## config.mk

```make
export PLATFORM = sky130hd
export DESIGN_NAME = lpif_link_top
export DESIGN_NICKNAME = d
export VERILOG_FILES = /design/src/hw/lpif_link_pkg.sv /design/src/hw/lpif_auto_sync.sv /design/src/hw/lpif_flit_pack.sv /design/src/hw/lpif_lane_striper.sv /design/src/hw/lpif_link_top.sv
export SDC_FILE = /design/constraint.sdc
export NUM_CORES = 1
export LEC_CHECK = 0
export BUFFER_PORTS_ARGS = -buffer_cell sky130_fd_sc_hd__buf_2
export CAP_MARGIN = 20
export CORE_AREA = 2 2 223 225
export DETAILED_ROUTE_END_ITERATION = 6
export DIE_AREA = 0 0 225 227
export PLACE_DENSITY_LB_ADDON = 0.25
export RECOVER_POWER = 50
export SLEW_MARGIN = 10
export SYNTH_ARGS = -nofsm -noshare
export SYNTH_HDL_FRONTEND = slang
export SYNTH_SLANG_ARGS = --single-unit
```

## constraint.sdc

```tcl
create_clock -name clk_wr -period 2 [get_ports clk_wr]
set_input_delay 0.1 -clock clk_wr [delete_from_list [all_inputs] [get_ports clk_wr]]
set_output_delay 0.1 -clock clk_wr [all_outputs]
set_load 0.05 [all_outputs]
```

## src/hw/lpif_link_pkg.sv

```systemverilog
`default_nettype none

package lpif_link_pkg;

  // PHY lane word framing
  localparam int LANE_W         = 40;
  localparam int LANE_PAYLOAD_W = 38;
  localparam int MRK_BIT        = 39;
  localparam int STB_BIT        = 1;

  // Defaults handed down from the top level
  localparam int DEF_DATA_W    = 64;
  localparam int DEF_NUM_LANES = 4;

  // Flit layout, bit 0 upward: valid, bstart, bvalid, data, protid, state
  localparam int FLIT_VALID_BIT = 0;
  localparam int PROTID_W       = 2;
  localparam int STATE_W        = 4;

  // LPIF link state encodings
  typedef enum logic [STATE_W-1:0] {
    RESET     = 4'b0000,
    ACTIVE    = 4'b0001,
    L1        = 4'b0100,
    LINKERROR = 4'b1010,
    RETRAIN   = 4'b1011
  } lpif_state_e;

  typedef enum logic [PROTID_W-1:0] {
    PROT_IO     = 2'd0,
    PROT_CACHE  = 2'd1,
    PROT_MEM    = 2'd2,
    PROT_STREAM = 2'd3
  } lpif_protid_e;

  // Width of the byte start field for a given data width
  function automatic int bstart_w(input int data_w);
    return $clog2(data_w / 8);
  endfunction

  // Total packed flit width
  function automatic int flit_w(input int data_w);
    return 1 + bstart_w(data_w) + data_w / 8 + data_w + PROTID_W + STATE_W;
  endfunction

endpackage

`default_nettype wire

```

## src/hw/lpif_auto_sync.sv

```systemverilog
`timescale 1ns/100ps
`default_nettype none

module lpif_auto_sync (
  input  logic       clk_wr,
  input  logic       arst_n,

  input  logic       tx_online,
  input  logic       rx_online,
  input  logic [7:0] delay_x_value,
  input  logic [7:0] delay_xz_value,

  output logic       tx_online_delay,
  output logic       rx_online_delay,
  output logic       tx_mrk_userbit,
  output logic       tx_stb_userbit
);

  //////////////////////////////////////////////////////////////////////
  // Per-direction delay channels
  // Index 0 is TX, index 1 is RX

  logic [1:0]      online_in;
  logic [1:0][7:0] delay_val;
  logic [1:0]      online_q;
  logic [1:0][7:0] delay_cnt;
  logic [1:0]      online_dly;

  assign online_in[0] = tx_online;
  assign online_in[1] = rx_online;
  assign delay_val[0] = delay_xz_value;
  assign delay_val[1] = delay_x_value;

  for (genvar i = 0; i < 2; i++) begin : g_chan

    // Edge detect on the raw online input
    always_ff @(posedge clk_wr or negedge arst_n) begin
      if (!arst_n) begin
        online_q[i] <= 1'b0;
      end else begin
        online_q[i] <= online_in[i];
      end
    end

    // Saturating down-counter, loaded on the rising edge
    always_ff @(posedge clk_wr or negedge arst_n) begin
      if (!arst_n) begin
        delay_cnt[i] <= 8'd0;
      end else if (!online_in[i]) begin
        delay_cnt[i] <= 8'd0;
      end else if (!online_q[i]) begin
        delay_cnt[i] <= delay_val[i];
      end else if (delay_cnt[i] != 8'd0) begin
        delay_cnt[i] <= delay_cnt[i] - 8'd1;
      end
    end

    // Sets once the count has run out, drops right after the input
    always_ff @(posedge clk_wr or negedge arst_n) begin
      if (!arst_n) begin
        online_dly[i] <= 1'b0;
      end else if (!online_in[i]) begin
        online_dly[i] <= 1'b0;
      end else if (online_q[i] && (delay_cnt[i] == 8'd0)) begin
        online_dly[i] <= 1'b1;
      end
    end

  end

  assign tx_online_delay = online_dly[0];
  assign rx_online_delay = online_dly[1];

  //////////////////////////////////////////////////////////////////////
  // User bits
  // Persistent marker and strobe, held high for as long as TX is up

  assign tx_mrk_userbit = online_dly[0];
  assign tx_stb_userbit = online_dly[0];

endmodule

`default_nettype wire

```

## src/hw/lpif_flit_pack.sv

```systemverilog
`timescale 1ns/100ps
`default_nettype none

module lpif_flit_pack
  import lpif_link_pkg::*;
#(
  parameter int DATA_W    = DEF_DATA_W,
  parameter int NUM_LANES = DEF_NUM_LANES
) (
  input  logic                                  clk_wr,
  input  logic                                  arst_n,

  // Downstream flit
  input  lpif_state_e                           dstrm_state,
  input  lpif_protid_e                          dstrm_protid,
  input  logic [DATA_W-1:0]                     dstrm_data,
  input  logic [bstart_w(DATA_W)-1:0]           dstrm_bstart,
  input  logic [DATA_W/8-1:0]                   dstrm_bvalid,
  input  logic                                  dstrm_valid,

  // Upstream flit
  output lpif_state_e                           ustrm_state,
  output lpif_protid_e                          ustrm_protid,
  output logic [DATA_W-1:0]                     ustrm_data,
  output logic [bstart_w(DATA_W)-1:0]           ustrm_bstart,
  output logic [DATA_W/8-1:0]                   ustrm_bvalid,
  output logic                                  ustrm_valid,

  // Packed words to and from the striper
  output logic [NUM_LANES*LANE_PAYLOAD_W-1:0]   tx_flit_word,
  input  logic [NUM_LANES*LANE_PAYLOAD_W-1:0]   rx_flit_word,
  input  logic                                  rx_frame_ok
);

  localparam int BYTES     = DATA_W / 8;
  localparam int BSTART_W  = bstart_w(DATA_W);
  localparam int FLIT_W    = flit_w(DATA_W);
  localparam int WORD_W    = NUM_LANES * LANE_PAYLOAD_W;
  localparam int BSTART_LO = FLIT_VALID_BIT + 1;
  localparam int BVALID_LO = BSTART_LO + BSTART_W;
  localparam int DATA_LO   = BVALID_LO + BYTES;
  localparam int PROTID_LO = DATA_LO + DATA_W;
  localparam int STATE_LO  = PROTID_LO + PROTID_W;

  //////////////////////////////////////////////////////////////////////
  // TX pack

  logic                tx_valid_q;
  logic [FLIT_W-2:0]   tx_fields_q;

  always_ff @(posedge clk_wr or negedge arst_n) begin
    if (!arst_n) begin
      tx_valid_q <= 1'b0;
    end else begin
      tx_valid_q <= dstrm_valid;
    end
  end

  // Everything above the valid bit, in layout order
  always_ff @(posedge clk_wr) begin
    tx_fields_q <= {dstrm_state, dstrm_protid, dstrm_data, dstrm_bvalid, dstrm_bstart};
  end

  // Unused payload above the flit goes out as zero
  assign tx_flit_word = {{(WORD_W - FLIT_W){1'b0}}, tx_fields_q, tx_valid_q};

  //////////////////////////////////////////////////////////////////////
  // RX unpack

  always_ff @(posedge clk_wr or negedge arst_n) begin
    if (!arst_n) begin
      ustrm_valid <= 1'b0;
    end else begin
      ustrm_valid <= rx_frame_ok & rx_flit_word[FLIT_VALID_BIT];
    end
  end

  always_ff @(posedge clk_wr) begin
    ustrm_state  <= lpif_state_e'(rx_flit_word[STATE_LO +: STATE_W]);
    ustrm_protid <= lpif_protid_e'(rx_flit_word[PROTID_LO +: PROTID_W]);
    ustrm_data   <= rx_flit_word[DATA_LO +: DATA_W];
    ustrm_bvalid <= rx_flit_word[BVALID_LO +: BYTES];
    ustrm_bstart <= rx_flit_word[BSTART_LO +: BSTART_W];
  end

endmodule

`default_nettype wire

```

## src/hw/lpif_lane_striper.sv

```systemverilog
`timescale 1ns/100ps
`default_nettype none

module lpif_lane_striper
  import lpif_link_pkg::*;
#(
  parameter int NUM_LANES = DEF_NUM_LANES
) (
  input  logic                                  clk_wr,
  input  logic                                  arst_n,

  // Flit side
  input  logic [NUM_LANES*LANE_PAYLOAD_W-1:0]   tx_flit_word,
  output logic [NUM_LANES*LANE_PAYLOAD_W-1:0]   rx_flit_word,
  output logic                                  rx_frame_ok,

  // Link control
  input  logic                                  tx_online_delay,
  input  logic                                  rx_online_delay,
  input  logic                                  tx_mrk_userbit,
  input  logic                                  tx_stb_userbit,

  // PHY lanes
  output logic [NUM_LANES*LANE_W-1:0]           tx_phy,
  input  logic [NUM_LANES*LANE_W-1:0]           rx_phy,

  // Debug
  output logic [31:0]                           tx_debug_status,
  output logic [31:0]                           rx_debug_status
);

  logic [NUM_LANES-1:0][LANE_PAYLOAD_W-1:0] tx_chunk;
  logic [NUM_LANES-1:0][LANE_W-1:0]         tx_lane;
  logic [NUM_LANES-1:0][LANE_W-1:0]         rx_lane;
  logic [NUM_LANES-1:0][LANE_PAYLOAD_W-1:0] rx_chunk;
  logic [NUM_LANES-1:0]                     lane_ok;
  logic                                     frame_good;

  //////////////////////////////////////////////////////////////////////
  // TX framing

  assign tx_chunk = tx_flit_word;

  for (genvar i = 0; i < NUM_LANES; i++) begin : g_tx_lane
    // Marker on top, strobe between the low payload bit and the rest
    assign tx_lane[i] = {tx_mrk_userbit,
                         tx_chunk[i][LANE_PAYLOAD_W-1:STB_BIT],
                         tx_stb_userbit,
                         tx_chunk[i][STB_BIT-1:0]};
  end

  // Lanes stay quiet until TX is up
  always_ff @(posedge clk_wr or negedge arst_n) begin
    if (!arst_n) begin
      tx_phy <= '0;
    end else if (tx_online_delay) begin
      tx_phy <= tx_lane;
    end else begin
      tx_phy <= '0;
    end
  end

  //////////////////////////////////////////////////////////////////////
  // RX framing check

  assign rx_lane = rx_phy;

  for (genvar i = 0; i < NUM_LANES; i++) begin : g_rx_lane
    assign rx_chunk[i] = {rx_lane[i][MRK_BIT-1:STB_BIT+1], rx_lane[i][STB_BIT-1:0]};
    assign lane_ok[i]  = rx_lane[i][MRK_BIT] & rx_lane[i][STB_BIT];
  end

  assign frame_good = &lane_ok;

  always_ff @(posedge clk_wr) begin
    rx_flit_word <= rx_chunk;
  end

  always_ff @(posedge clk_wr or negedge arst_n) begin
    if (!arst_n) begin
      rx_frame_ok <= 1'b0;
    end else begin
      rx_frame_ok <= rx_online_delay & frame_good;
    end
  end

  //////////////////////////////////////////////////////////////////////
  // Debug counters, all wrapping

  logic [31:0] tx_sent_cnt;
  logic [15:0] rx_ok_cnt;
  logic [15:0] rx_bad_cnt;

  // Flits launched onto the lanes
  always_ff @(posedge clk_wr or negedge arst_n) begin
    if (!arst_n) begin
      tx_sent_cnt <= 32'd0;
    end else if (tx_online_delay && tx_flit_word[FLIT_VALID_BIT]) begin
      tx_sent_cnt <= tx_sent_cnt + 32'd1;
    end
  end

  // Accepted flits line up with ustrm_valid
  always_ff @(posedge clk_wr or negedge arst_n) begin
    if (!arst_n) begin
      rx_ok_cnt <= 16'd0;
    end else if (rx_frame_ok && rx_flit_word[FLIT_VALID_BIT]) begin
      rx_ok_cnt <= rx_ok_cnt + 16'd1;
    end
  end

  // RX online but marker or strobe missing
  always_ff @(posedge clk_wr or negedge arst_n) begin
    if (!arst_n) begin
      rx_bad_cnt <= 16'd0;
    end else if (rx_online_delay && !frame_good) begin
      rx_bad_cnt <= rx_bad_cnt + 16'd1;
    end
  end

  assign tx_debug_status = tx_sent_cnt;
  assign rx_debug_status = {rx_bad_cnt, rx_ok_cnt};

endmodule

`default_nettype wire

```

## src/hw/lpif_link_top.sv

```systemverilog
`timescale 1ns/100ps
`default_nettype none

module lpif_link_top
  import lpif_link_pkg::*;
#(
  parameter int DATA_W    = DEF_DATA_W,
  parameter int NUM_LANES = DEF_NUM_LANES
) (
  input  logic                             clk_wr,
  input  logic                             arst_n,

  // Control
  input  logic                             tx_online,
  input  logic                             rx_online,
  input  logic [7:0]                       delay_x_value,
  input  logic [7:0]                       delay_xz_value,

  // PHY lanes
  output logic [NUM_LANES*LANE_W-1:0]      tx_phy,
  input  logic [NUM_LANES*LANE_W-1:0]      rx_phy,

  // Downstream channel
  input  lpif_state_e                      dstrm_state,
  input  lpif_protid_e                     dstrm_protid,
  input  logic [DATA_W-1:0]                dstrm_data,
  input  logic [bstart_w(DATA_W)-1:0]      dstrm_bstart,
  input  logic [DATA_W/8-1:0]              dstrm_bvalid,
  input  logic                             dstrm_valid,

  // Upstream channel
  output lpif_state_e                      ustrm_state,
  output lpif_protid_e                     ustrm_protid,
  output logic [DATA_W-1:0]                ustrm_data,
  output logic [bstart_w(DATA_W)-1:0]      ustrm_bstart,
  output logic [DATA_W/8-1:0]              ustrm_bvalid,
  output logic                             ustrm_valid,

  // Debug status
  output logic [31:0]                      tx_debug_status,
  output logic [31:0]                      rx_debug_status
);

  //////////////////////////////////////////////////////////////////////
  // Interconnect

  logic                                tx_online_delay;
  logic                                rx_online_delay;
  logic                                tx_mrk_userbit;
  logic                                tx_stb_userbit;
  logic [NUM_LANES*LANE_PAYLOAD_W-1:0] tx_flit_word;
  logic [NUM_LANES*LANE_PAYLOAD_W-1:0] rx_flit_word;
  logic                                rx_frame_ok;

  //////////////////////////////////////////////////////////////////////
  // Online sequencing

  lpif_auto_sync u_auto_sync (
    .clk_wr          (clk_wr),
    .arst_n          (arst_n),
    .tx_online       (tx_online),
    .rx_online       (rx_online),
    .delay_x_value   (delay_x_value),
    .delay_xz_value  (delay_xz_value),
    .tx_online_delay (tx_online_delay),
    .rx_online_delay (rx_online_delay),
    .tx_mrk_userbit  (tx_mrk_userbit),
    .tx_stb_userbit  (tx_stb_userbit)
  );

  //////////////////////////////////////////////////////////////////////
  // Flit pack and unpack

  lpif_flit_pack #(
    .DATA_W    (DATA_W),
    .NUM_LANES (NUM_LANES)
  ) u_flit_pack (
    .clk_wr       (clk_wr),
    .arst_n       (arst_n),
    .dstrm_state  (dstrm_state),
    .dstrm_protid (dstrm_protid),
    .dstrm_data   (dstrm_data),
    .dstrm_bstart (dstrm_bstart),
    .dstrm_bvalid (dstrm_bvalid),
    .dstrm_valid  (dstrm_valid),
    .ustrm_state  (ustrm_state),
    .ustrm_protid (ustrm_protid),
    .ustrm_data   (ustrm_data),
    .ustrm_bstart (ustrm_bstart),
    .ustrm_bvalid (ustrm_bvalid),
    .ustrm_valid  (ustrm_valid),
    .tx_flit_word (tx_flit_word),
    .rx_flit_word (rx_flit_word),
    .rx_frame_ok  (rx_frame_ok)
  );

  //////////////////////////////////////////////////////////////////////
  // Lane striping

  lpif_lane_striper #(
    .NUM_LANES (NUM_LANES)
  ) u_lane_striper (
    .clk_wr          (clk_wr),
    .arst_n          (arst_n),
    .tx_flit_word    (tx_flit_word),
    .rx_flit_word    (rx_flit_word),
    .rx_frame_ok     (rx_frame_ok),
    .tx_online_delay (tx_online_delay),
    .rx_online_delay (rx_online_delay),
    .tx_mrk_userbit  (tx_mrk_userbit),
    .tx_stb_userbit  (tx_stb_userbit),
    .tx_phy          (tx_phy),
    .rx_phy          (rx_phy),
    .tx_debug_status (tx_debug_status),
    .rx_debug_status (rx_debug_status)
  );

endmodule

`default_nettype wire

```

### After elaboration in Yosys (flattened, before gate mapping)

Cells that the tools add are included.

* flip-flop bits (word level): 491
* input port bits: 262
* word-level logic and storage cells: 57
* output and inout bits: 306

* $add $sub $neg: 5
* bitwise gates (word level): 6
* muxes and demuxes: 11
* equal/unequal tests: 4
* reduce and logical (&&, ||, !) cells: 11

Operators with widths (count)
* $mux 160: 1
* $mux 8: 6
* $add 16x1->16 const B: 2
* $add 32x1->32 const B: 1
* $logic_not 8->1: 2
* $reduce_bool 8->1: 2
* $sub 8x1->8 const B: 2
* $and 1x1->1: 6
* $ne 3x3->1 const B: 2
* $logic_and 1x1->1: 5
* $mux 1: 4
* $ne 2x1->1 const B: 2
* $reduce_and 4->1: 1
* $logic_not 1->1: 1

### Longest topological paths before layout

Gate-level depths: netlist (run 1).

* depth in word-level cells: 4
* gate-level depth with buffers: 7
* mapped depth without buffers: 6

### By module

Synthesis (run 1) repeated with hierarchy kept, for this count alone.

* cell total of the unflattened synthesis: 1103
* area, all modules: 15919.0 sq um

Modules (own cells, without submodules)
* lpif_lane_striper: cells an instance 744, times used 1, area each 10909.2 sq um, seq. area each 8523.2 sq um
* lpif_flit_pack: cells an instance 237, times used 1, area each 3836.2 sq um, seq. area each 3293.2 sq um
* lpif_auto_sync: cells an instance 122, times used 1, area each 1173.6 sq um, seq. area each 500.5 sq um

### Worst setup path before layout (run 1)

No wires, ideal clock.

* path kind: register to register
* from: reg u_lane_striper.tx_sent_cnt[0] (netlist: u_lane_striper.tx_debug_status[0])
* to: reg u_lane_striper.tx_sent_cnt[19] (netlist: u_lane_striper.tx_debug_status[19])
* period minus slack after synthesis: 1954 ps
* path buffers: 0
* arrival time: 1813 ps
* setup time: 141 ps
* stages on the path, launching flop included: 5
* required time: 1859 ps
* slack: 46 ps
* cell sequence: dfrtp_1 -> nand4_1 -> nor4_2 -> nand4_1 -> xnor2_1

* cells in the longest elaborated chain, start to end: 1

RTL lines
* from (decl): RTL line lpif_lane_striper.sv:90 `logic [31:0] tx_sent_cnt;`
* from (signal assigned): RTL line lpif_lane_striper.sv:99 `tx_sent_cnt <= tx_sent_cnt + 32'd1;`
* $add 32x1->32: RTL line lpif_lane_striper.sv:99

No other way between the ends.
A chain may end at the register's enable or synchronous reset.

### Final worst setup path (run 1)

* from: reg u_auto_sync.delay_cnt[12] (netlist bit)
* to: reg u_auto_sync.delay_cnt[11] (netlist bit)

* cells in the longest elaborated chain, start to end: 2

RTL lines
* from (decl): RTL line lpif_auto_sync.sv:26 `logic [1:0][7:0] delay_cnt;`
* from (signal, indexed assignment): RTL line lpif_auto_sync.sv:52 `delay_cnt[i] <= delay_val[i];`
* from (signal, indexed assignment): RTL line lpif_auto_sync.sv:54 `delay_cnt[i] <= delay_cnt[i] - 8'd1;`
* $reduce_bool 8->1: RTL line lpif_auto_sync.sv:53 `end else if (delay_cnt[i] != 8'd0) begin`
* $ne 3x3->1 (no line)

No other way between the ends.

==> flow_metrics.py, run 1 <==
metrics = {
    "logic_synthesis": {
        "syn_avg_cell_area_um2": 14.1,
        "synthMuxAreaShare_pct": 0.446,
        "yosysTopAreaCell": "dfxtp_1",
        "synth_cells": 856,
        "synthSimpleGateAreaFrac_pct": 10.6,
        "yosysWarnings": 0,
        "synth_top_family_by_area": "simple AND/OR/NAND/NOR gates",
        "ys_top_cells_by_area": "dfxtp_1, dfrtp_1, buf_4, and2_1, xnor2_1",
        "yosys-top-cells-count": "dfxtp_1, dfrtp_1, and2_1",
        "synth_enable_flop_cells": 0,
        "ys_types": 38,
        "synth-xor-area-share_pct": 5.23,
        "synth.most_common_cell": "dfxtp_1",
        "ys_seq_elements": 414,
        "synth-seq-area-share_pct": 75.8,
        "syn-cell-area_um2": 12100,
        "yosysTopAreaCellShare_pct": 40.5,
        "ys.flop_type": "dfxtp_1",
        "synth_fa_ha_area_share_pct": 0.726,
        "postSynth.asyncResetShare_pct": 41.1,
        "synth_compound_area_share_pct": 1.39,
    },
    "layout": {
        "num-fill-cells": 4744,
        "area_growth_pct": 49.5,
        "drive_gt1_share_pct": 33.4,
        "nets": 1779,
    },
    "timing": {
        "fin_crit_sh_pct": 93.2,
        "min_period_ns": 1.86,
        "slew_violations": 0,
        "hold_viol": 0,
        "setup_violations": 0,
        "fmax_ghz": 0.536,
        "hold_slack_ns": 0.165,
        "fin_tns_setup_ns": 0,
        "rsz0062_at_grt": "no",
        "finalClockSkew_ns": 0.0121,
        "relSlewSlack_pct": 21.6,
        "worstMarginPinSlew_ns": 1.18,
    },
    "critical_path": {
        "cp_slowest_stage_delay_ns": 0.56,
        "path_common_cell": "or4_4",
        "criticalPathCategory": "register to register",
        "r2r-end": "u_auto_sync.delay_cnt[11]$_DFFE_PN0P_",
        "startpoint": "u_auto_sync.delay_cnt[12]$_DFFE_PN0P_",
        "cp.arrival_ns": 2.30,
        "path_cells": "or4_4, or4_4, nand2_2, a211oi_1",
        "endpoint_kind": "register",
        "r2r_slack_ns": 0.14,
        "r2r_cells": 4,
        "r2r_start": "u_auto_sync.delay_cnt[12]$_DFFE_PN0P_",
        "crit_end": "u_auto_sync.delay_cnt[11]$_DFFE_PN0P_",
        "startpoint_type": "register",
        "cp_max_fo": 6,
        "crit_required_ns": 2.44,
        "cpMaxStageDelayCell": "or4_4",
    },
    "routing": {
        "drt_iter0_markers": 212,
        "via_per_inst": 3.77,
        "wl_um": 31100,
        "detail-route-antenna-nets": 0,
        "wl_per_cell_um": 14.4,
        "routed-via-count": 8180,
        "drt-pass1-iter-count": 4,
        "drc_errors": 0,
    },
    "global_routing": {
        "grt_pass1_wl_um": 47000,
        "gr-usage-all-layers_pct": 11.9,
        "antenna_found_initial": 1,
        "grt_max_degree": 44,
        "overflow": 0,
        "grt_pass1_vias": 8585,
    },
    "clock_network": {
        "path_clk_slew_ns": 0.06,
        "cts_setup_buffers": 0,
        "tritoncts": "built",
        "cts.path.max_buffers": 3,
        "htreeDepth": 2,
        "cts_buffers": 42,
        "root_buffer": "clkbuf_16",
        "cts_sinks": 414,
        "worstSkewPairLatency_ns": 0.56,
    },
    "flow_run": {
        "drv_cap": 0,
    },
    "floorplan": {
        "io_pins": 568,
        "dieArea_um2": 51100,
        "rows": 81,
        "start_util_pct": 24.8,
        "core_um2": 48500,
        "die_y_um": 227,
        "die_w_um": 225,
    },
    "placement": {
        "dp_hpwl_um": 21700,
        "portBuffers": 427,
        "gp_congestion": 0.725,
    },
    "pwr": {
        "power.share.switching_pct": 27.0,
        "pwr-share-clk_pct": 41.3,
        "p_int_mw": 14.1,
        "powerDensity_nw_per_um2": 1070,
        "seqPwrFrac_pct": 46.5,
        "p_leak_nw": 8.99,
        "combPwrFrac_pct": 12.2,
        "vdd_drop_max_mv": 0.903,
        "netSwitchingPower_mw": 5.19,
    },
    "outcome": {
        "status": "complete, no violations",
    },
    "worst_hold_path": {
        "hp-class": "input port to register",
    },
}
[kinds of logic (layout without fill, tap and decap cells)]
kind of cell    count (synthesis)  in the layout
flops                         414            414
mux                             5              5
xor+xnor                       72             72
buf+inv                       108            727
fa+ha+maj                       7              7
other cells                     1             71
compound gates                 22             22
simple gates                  227            227
[worst min-delay path by stage]
stage	start	to	cells after the start
after floorplan	arst_n	u_auto_sync.delay_cnt[0]$_DFFE_PN0P_	0
after global placement	arst_n	u_lane_striper.rx_ok_cnt[2]$_DFFE_PN0P_	1
after detailed placement	arst_n	u_lane_striper.rx_ok_cnt[2]$_DFFE_PN0P_	1
after CTS	arst_n	u_lane_striper.rx_ok_cnt[15]$_DFFE_PN0P_	2
after global routing	dstrm_data[11]	u_flit_pack.tx_fields_q[22]$_DFF_P_	2
final	rx_phy[23]	u_lane_striper.rx_flit_word[22]$_DFF_P_	2
[power by group through the flow]
stage | clock network (mW) | registers [mW] | logic [mW]
4_1_cts | 8.23 | 8.94 | 2.38
6_report | 7.95 | 8.95 | 2.35
5_1_grt | 8.54 | 9.00 | 2.51
2_1_floorplan | 0 | 9.86 | 0.778
3_5_place_dp | 0 | 9.11 | 2.09
3_3_place_gp | 0 | 9.10 | 2.08
[stage by stage]
| stage | power [mW] | setup WS, ns | cell area [um2] | cells | utilization [%] |
|---|---|---|---|---|---|
| after floorplan | 10.6 | 0.0455 | 12300 | 925 | - |
| after global placement | 11.2 | 0.176 | 14800 | 1902 | 30.4 |
| after detailed placement | 11.2 | 0.147 | 14800 | 1902 | 30.4 |
| after CTS | 19.6 | 0.137 | 18100 | 2166 | 37.2 |
| after global routing | 20.0 | 0.0759 | 18000 | 2167 | 37.1 |
| final | 19.2 | 0.135 | 18000 | 2167 | 37.1 |
[worst max-delay path: cells and delay by family, from the launching register on]
family / cells / cell delay, ns
simple gates: 3 / 1.25
compound gates: 1 / 0.07
flops: 1 / 0.41
[state kept, by name (all words and copies together), names as in the netlist]
register / cells
u_flit_pack.ustrm_state: 4
u_flit_pack.tx_valid_q: 1
u_auto_sync.tx_mrk_userbit: 1
u_lane_striper.tx_debug_status: 32
u_auto_sync.rx_online_delay: 1
u_lane_striper.rx_frame_ok: 1
u_auto_sync.delay_cnt: 16
u_flit_pack.ustrm_bvalid: 8
u_flit_pack.tx_fields_q: 81
u_lane_striper.rx_flit_word: 82
u_lane_striper.rx_ok_cnt: 16
u_flit_pack.ustrm_valid: 1
u_flit_pack.ustrm_data: 64
u_auto_sync.online_q: 2
u_lane_striper.rx_bad_cnt: 16
u_flit_pack.ustrm_protid: 2
u_lane_striper.tx_phy: 83
u_flit_pack.ustrm_bstart: 3
[final cells by class]
class / count / area, um2 / share of cell area [%]
Tap cell: 622 / 778 / 4.32
Clock buffer: 63 / 1270 / 7.06
Sequential cell: 414 / 9140 / 50.7
Antenna cell: 1 / 2.50 / 0.0139
Inverter: 15 / 56.3 / 0.312
Clock inverter: 15 / 154 / 0.854
Timing Repair Buffer: 634 / 4150 / 23.0
Multi-Input combinational cell: 403 / 2480 / 13.8
[cells in the final DEF, fill, tap and decap left out, types with 21 or more instances in the layout]
cell type,count
dlygate4sd3_1,186
nand3_1,26
xor2_1,21
nor2_1,30
xnor2_1,51
clkbuf_16,44
nand2_1,25
dfrtp_1,169
nand4_1,23
and2_1,82
dfxtp_1,244
buf_2,419
conb_1,70
[per-layer routing]
layer  GRT usage [%]  wire (um)  share of wire (%)
met3            4.98       2860                9.2
met4            3.95        810                2.6
met2            21.2      16000                 51
met5               0          0                  0
met1            12.7      11500                 37
[timing repair]
action | CTS | global route
hold buffers | 186 | 0
resized for setup | 0 | 0
endpoints found under the hold margin | 355 | 0
(Power assumes the default switching activity.)
==> run 2, diff against run 1 <==
==> constraint.sdc (replaced) <==
create_clock -name clk_wr -period 2.2 [get_ports clk_wr]
set_input_delay 0.11 -clock clk_wr [delete_from_list [all_inputs] [get_ports clk_wr]]
set_output_delay 0.11 -clock clk_wr [all_outputs]
set_load 0.05 [all_outputs]
==> run 2 against run 1 <==
Effect of this change: the flow now finishes with violations (capacitance limit, slew limit); core utilization grew 0.26 points; global-route usage fell by 0.20 points; hold slack gained 0.018 ns; die area unchanged; first-iteration DRC count down 3.3%; routed wire length decreased by 0.87%; via count down 0.17%; final cell count unchanged; highest routed layer unchanged.
==> flow_metrics.py, run 2 (synthesized netlist as in run 1, its figures left out) <==
metrics = {
    "layout": {
        "drive_gt1_share_pct": 33.5,
        "post-route-util_pct": 37.4,
        "largest_reg_flops": 83,
        "final_cell_mix": "buf_2, dfxtp_1, dlygate4sd3_1",
        "reg_top3": "u_lane_striper.tx_phy (83), u_lane_striper.rx_flit_word (82), u_flit_pack.tx_fields_q (81)",
        "nets": 1780,
        "num-fill-cells": 4752,
        "final_common_cell": "buf_2",
        "largest-register": "u_lane_striper.tx_phy",
        "area_growth_pct": 50.5,
    },
    "routing": {
        "drc_errors": 0,
        "routed-via-count": 8166,
        "drt-pass1-iter-count": 4,
        "detail-route-antenna-nets": 0,
        "wl_um": 30800,
        "drt_iter0_markers": 205,
        "wl_per_cell_um": 14.2,
        "via_per_inst": 3.77,
    },
    "timing": {
        "slew_violations": 51,
        "fin_crit_sh_pct": 84.1,
        "rsz0062_at_grt": "no",
        "fmax_ghz": 0.540,
        "hold_viol": 0,
        "relSlewSlack_pct": -2.25,
        "finalClockSkew_ns": 0.0141,
        "worstMarginPinSlew_ns": 1.53,
        "min_period_ns": 1.85,
        "setup_violations": 0,
        "fin_tns_setup_ns": 0,
    },
    "critical_path": {
        "cp_slowest_stage_delay_ns": 0.56,
        "path_common_cell": "nand2_1",
        "criticalPathCategory": "register to register",
        "crit_required_ns": 2.63,
        "endpoint_kind": "register",
        "cpMaxStageDelayCell": "nor4bb_1",
        "r2r_slack_ns": 0.35,
        "crit_cells": 6,
        "cp.arrival_ns": 2.28,
        "path_cells": "inv_1, ha_1, nor4bb_1, nand2_1, nand2_1, a311oi_1",
        "path_buf_inv": 1,
        "cpLargestDelayFamily": "simple AND/OR/NAND/NOR gates",
        "startpoint_type": "register",
        "cp_max_fo": 6,
        "r2r_cells": 6,
    },
    "pwr": {
        "pwr-share-clk_pct": 42.8,
        "p_leak_nw": 9.05,
        "combPwrFrac_pct": 11.9,
        "vdd_drop_max_mv": 0.866,
        "power.share.switching_pct": 26.1,
        "netSwitchingPower_mw": 4.68,
        "seqPwrFrac_pct": 45.3,
        "p_total_mw": 17.9,
        "p_int_mw": 13.3,
        "powerDensity_nw_per_um2": 988,
    },
    "flow_run": {
        "drv_cap": 1,
    },
    "floorplan": {
        "rows": 81,
        "start_util_pct": 24.8,
        "core_um2": 48500,
        "die_w_um": 225,
        "io_pins": 568,
        "die_y_um": 227,
        "dieArea_um2": 51100,
    },
    "clock_network": {
        "cts_setup_buffers": 0,
        "tritoncts": "built",
        "cts.path.max_buffers": 3,
        "htreeDepth": 2,
        "cts_buffers": 44,
        "root_buffer": "clkbuf_16",
        "worstSkewPairLatency_ns": 0.56,
        "cts_sinks": 414,
        "path_clk_slew_ns": 0.06,
    },
    "worst_hold_path": {
        "hp-class": "input port to register",
        "whs_path_depth": 2,
    },
    "outcome": {
        "status": "finished, violations left",
        "violations": "capacitance limit, slew limit",
    },
    "global_routing": {
        "gr-usage-all-layers_pct": 11.7,
        "grt_max_degree": 85,
        "antenna_found_initial": 1,
        "grt_pass1_wl_um": 46500,
        "grt_pass1_vias": 8493,
        "overflow": 0,
    },
    "placement": {
        "portBuffers": 427,
        "gp_congestion": 0.720,
        "dp_hpwl_um": 21700,
    },
}
==> run 2: layer usage <==
layer	track usage, %	share of wire (%)	vias up
li1	-	-	3940
met1	12.6	38	3867
met2	20.3	50	309
met3	5.05	9.5	50
met4	4.36	2.8	0
met5	0	0	-
==> run 2: final timing paths <==
kind / start / end
max in group asynchronous: arst_n / u_auto_sync.online_q[1]$_DFF_PN0_
min: rx_phy[53] / u_lane_striper.rx_flit_word[50]$_DFF_P_
max reg2reg: u_auto_sync.delay_cnt[0]$_DFFE_PN0P_ / u_auto_sync.delay_cnt[2]$_DFFE_PN0P_
min in group asynchronous: arst_n / u_lane_striper.rx_ok_cnt[2]$_DFFE_PN0P_
max: u_auto_sync.delay_cnt[0]$_DFFE_PN0P_ / u_auto_sync.delay_cnt[2]$_DFFE_PN0P_
min reg2reg: u_lane_striper.rx_flit_word[77]$_DFF_P_ / u_flit_pack.ustrm_protid[1]$_DFF_P_
==> run 2: through the flow <==
stage / cells / hold WS [ns] / cell area [um2] / setup WS [ns]
global placement: 1901 / 0.139 / 14800 / 0.374
global route: 2167 / 0.147 / 18200 / 0.193
detailed placement: 1901 / 0.141 / 14800 / 0.353
finish: 2167 / 0.183 / 18200 / 0.349
floorplan: 925 / -0.186 / 12300 / 0.246
CTS: 2166 / 0.101 / 18200 / 0.345
==> run 2: layout make-up <==
cell class	count	area, um2	area share [%]
diodes	1	2.50	0.0138
multi-input cells	403	2480	13.7
clock inverters	17	201	1.11
well taps	622	778	4.29
repair buffers	633	4150	22.9
clock buffers	62	1350	7.42
inverters	15	56.3	0.310
flip-flops and latches	414	9140	50.3
==> run 2: worst register-to-register path: stages (launching register included) <==
cell	delay, ns
dfrtp_1	0.39
inv_1	0.10
ha_1	0.14
nor4bb_1	0.56
nand2_1	0.20
nand2_1	0.26
a311oi_1	0.07
==> run 2: power groups by stage <==
stage | sequential [mW] | clock [mW] | combinational (mW)
2_1_floorplan | 8.96 | 0 | 0.707
3_3_place_gp | 8.27 | 0 | 1.88
3_5_place_dp | 8.28 | 0 | 1.89
4_1_cts | 8.14 | 7.96 | 2.16
5_1_grt | 8.18 | 8.26 | 2.27
6_report | 8.13 | 7.67 | 2.13
==> run 2: timing repair <==
item / CTS / global route
endpoints found under the hold margin: 310 / 0
resized for setup: 0 / 0
hold buffers: 186 / 0
==> run 3, diff against run 2 <==
--- a/config.mk
+++ b/config.mk
@@ -5,11 +5,12 @@
 export SDC_FILE = /design/constraint.sdc
 export NUM_CORES = 1
 export LEC_CHECK = 0
+export ABC_AREA = 1
 export BUFFER_PORTS_ARGS = -buffer_cell sky130_fd_sc_hd__buf_2
 export CAP_MARGIN = 20
-export CORE_AREA = 2 2 223 225
+export CORE_AREA = 2 2 218 220
 export DETAILED_ROUTE_END_ITERATION = 6
-export DIE_AREA = 0 0 225 227
+export DIE_AREA = 0 0 220 222
 export PLACE_DENSITY_LB_ADDON = 0.25
 export RECOVER_POWER = 50
 export SLEW_MARGIN = 10
==> constraint.sdc (replaced) <==
create_clock -name clk_wr -period 1.7 [get_ports clk_wr]
set_input_delay 0.085 -clock clk_wr [delete_from_list [all_inputs] [get_ports clk_wr]]
set_output_delay 0.085 -clock clk_wr [all_outputs]
set_load 0.05 [all_outputs]
==> run 3 against run 2 <==
Effect of this change: the flow now finishes without violations; first-iteration DRC count increased by 100%; power up 30%; routed wire length up 16%; register-to-register slack got worse by 0.21 ns; fmax increased by 19%; final area grew 5.1%; critical path type unchanged; critical endpoint is now u_lane_striper.tx_debug_status[24]$_DFFE_PN0P_; largest power group unchanged.
==> flow_metrics.py, run 3 <==
metrics = {
    "critical_path": {
        "startpoint_type": "register",
        "path_cells": "ha_2, inv_1, nor2_4, nand2_4, nor2_4, nand2_2, nor2_2, nand2_1, nand2_1, nand2_1",
        "path_buf_inv": 1,
        "crit_required_ns": 2.14,
        "endpoint_kind": "register",
        "cp_slowest_stage_delay_ns": 0.42,
        "cp.arrival_ns": 2.00,
        "path_common_cell": "nand2_1",
        "cp_max_fo": 7,
        "r2r_start": "u_lane_striper.tx_debug_status[0]$_DFFE_PN0P_",
        "cpMaxStageDelayCell": "dfrtp_2",
        "criticalPathCategory": "register to register",
        "startpoint": "u_lane_striper.tx_debug_status[0]$_DFFE_PN0P_",
        "cpLargestDelayFamily": "simple AND/OR/NAND/NOR gates",
    },
    "timing": {
        "min_period_ns": 1.56,
        "worstMarginPinSlew_ns": 0.950,
        "fin_tns_setup_ns": 0,
        "rsz0062_at_grt": "no",
        "slew_violations": 0,
        "finalClockSkew_ns": 0.0198,
        "hold_viol": 0,
        "relSlewSlack_pct": 36.6,
        "fin_crit_sh_pct": 91.6,
        "fmax_ghz": 0.642,
        "hold_slack_ns": 0.0472,
        "setup_violations": 0,
    },
    "pwr": {
        "powerDensity_nw_per_um2": 1220,
        "vdd_drop_max_mv": 1.00,
        "p_leak_nw": 10.1,
    },
    "floorplan": {
        "core_um2": 46300,
        "start_util_pct": 28.2,
        "io_pins": 568,
        "die_y_um": 222,
        "dieArea_um2": 48800,
        "rows": 79,
        "die_w_um": 220,
    },
    "layout": {
        "ff_latch_area_um2": 9150,
        "area_growth_pct": 46.1,
        "final_cell_mix": "buf_2, nand2_1, dfxtp_1",
        "largest-register": "u_lane_striper.tx_phy",
        "multi_input_area_um2": 2960,
        "nets": 2139,
        "num-fill-cells": 4489,
        "reg_top3": "u_lane_striper.tx_phy (83), u_lane_striper.rx_flit_word (82), u_flit_pack.tx_fields_q (81)",
        "largest_reg_flops": 83,
        "post-route-util_pct": 41.2,
        "drive_gt1_share_pct": 28.3,
        "final_common_cell": "buf_2",
    },
    "routing": {
        "detail-route-antenna-nets": 0,
        "drt_iter0_markers": 420,
        "wl_um": 35700,
        "via_per_inst": 3.87,
        "drt-pass1-iter-count": 4,
        "routed-via-count": 9734,
        "drc_errors": 0,
        "wl_per_cell_um": 14.2,
    },
    "logic_synthesis": {
        "ys_seq_elements": 414,
        "syn-cell-area_um2": 13100,
        "yosysWarnings": 0,
        "ys_top_cells_by_area": "dfxtp_1, dfrtp_1, nand2_1, buf_4, inv_1",
        "syn_avg_cell_area_um2": 10.7,
        "yosys-top-cells-count": "nand2_1, dfxtp_1, dfrtp_1",
        "postSynth.asyncResetShare_pct": 41.1,
        "synth-seq-area-share_pct": 70.0,
        "synth_enable_flop_cells": 0,
        "yosysTopAreaCellShare_pct": 37.4,
        "synth_cells": 1221,
        "ys.flop_type": "dfxtp_1",
        "synth.most_common_cell": "nand2_1",
        "yosysTopAreaCell": "dfxtp_1",
        "ys_types": 33,
    },
    "worst_hold_path": {
        "hp-class": "input port to asynchronous set/reset pin",
    },
    "clock_network": {
        "cts_buffers": 45,
        "path_clk_slew_ns": 0.06,
        "tritoncts": "built",
        "cts_setup_buffers": 0,
        "htreeDepth": 2,
        "cts_sinks": 414,
        "root_buffer": "clkbuf_16",
        "cts.path.max_buffers": 3,
        "worstSkewPairLatency_ns": 0.57,
    },
    "flow_run": {
        "drv_cap": 0,
    },
    "placement": {
        "gp_congestion": 0.807,
        "portBuffers": 427,
        "dp_hpwl_um": 25700,
    },
    "global_routing": {
        "grt_pass1_vias": 9871,
        "gr-usage-all-layers_pct": 14.3,
        "grt_max_degree": 84,
        "antenna_found_initial": 3,
        "overflow": 0,
        "grt_pass1_wl_um": 54000,
    },
    "outcome": {
        "status": "complete, no violations",
    },
}
run 3: cell count changes after synthesis, moves of 9 or more:
cell and delta:
nand2_1 +260, xnor2_1 -32, and2_1 -82, nand4_1 -10, a21oi_1 +10, nand3_1 +11, a211oi_1 -11, nor2_1 +55
inv_1 +139, o21ai_0 +24, nor2_2 +9, and3_1 -9
run 3: metal layers:
layer	vias to the layer above	share of wire, %	GRT usage (%)
met5	-	0.084	0
met4	4	2.8	5.04
met3	53	9.4	5.76
met2	343	49	24.7
met1	4491	38	15.9
li1	4843	-	-
run 3: kinds of logic (layout without fill, tap and decap cells):
family                   Yosys count  count (layout)  synth area share (%)
flip-flops                       414             414                  70.0
other                              1              71                0.0287
buffers and inverters            247             862                  9.35
XOR/XNOR                          42              42                  2.82
AND/OR/NAND/NOR                  467             467                  15.4
adder cells (fa/ha/maj)            7               7                 0.671
AO/OA/AOI/OAI                     43              43                  1.74
run 3: worst register-to-register path, cell delays in order, from the launching register on:
cell	delay, ns
dfrtp_2	0.42
ha_2	0.22
inv_1	0.08
nor2_4	0.17
nand2_4	0.11
nor2_4	0.11
nand2_2	0.06
nor2_2	0.12
nand2_1	0.07
nand2_1	0.06
nand2_1	0.04
run 3: path summary, 6_finish.rpt:
path | slack [ns] | to | cells past startpoint
setup / recovery | 0.14 | u_lane_striper.tx_debug_status[24]$_DFFE_PN0P_ | 10
hold / removal | 0.05 | u_lane_striper.rx_ok_cnt[4]$_DFFE_PN0P_ | 2
setup reg to reg | 0.14 | u_lane_striper.tx_debug_status[24]$_DFFE_PN0P_ | 10
hold reg to reg | 0.32 | u_flit_pack.ustrm_data[55]$_DFF_P_ | 0
max in group asynchronous | 0.42 | u_lane_striper.tx_debug_status[23]$_DFFE_PN0P_ | 3
min in group clk_wr | 0.15 | u_lane_striper.rx_flit_word[13]$_DFF_P_ | 2
run 3: repair_timing:
action | 4_1_cts | 5_1_grt
endpoints found under the hold margin | 355 | 0
gates resized for setup | 0 | 2
setup endpoints to repair | 0 | 7
hold buffers | 185 | 0
run 3: power breakdown:
group / switching, mW / internal, mW / total [mW]
Clock: 4.02 / 5.75 / 9.77
Sequential: 0.257 / 10.3 / 10.6
Combinational: 2.14 / 0.847 / 2.99
Total: 6.42 / 16.9 / 23.3
run 3: final cells by class:
class	instances	area share [%]
multi-input cells	629	15.5
flip-flops and latches	414	48.0
diodes	1	0.0131
well taps	607	3.98
clock inverters	17	0.945
inverters	156	3.07
clock buffers	65	7.10
repair buffers	624	21.4
run 3: stage by stage:
| stage | setup WS, ns | power [mW] | instances | cell area [um2] |
|---|---|---|---|---|
| 4_1_cts | 0.111 | 23.7 | 2512 | 19100 |
| 3_5_place_dp | 0.125 | 13.4 | 2245 | 15700 |
| 5_1_grt | 0.0137 | 24.3 | 2513 | 19100 |
| 6_report | 0.143 | 23.3 | 2513 | 19100 |
| 2_1_floorplan | 0.00597 | 12.7 | 1290 | 13300 |
| 3_3_place_gp | 0.162 | 13.4 | 2245 | 15700 |
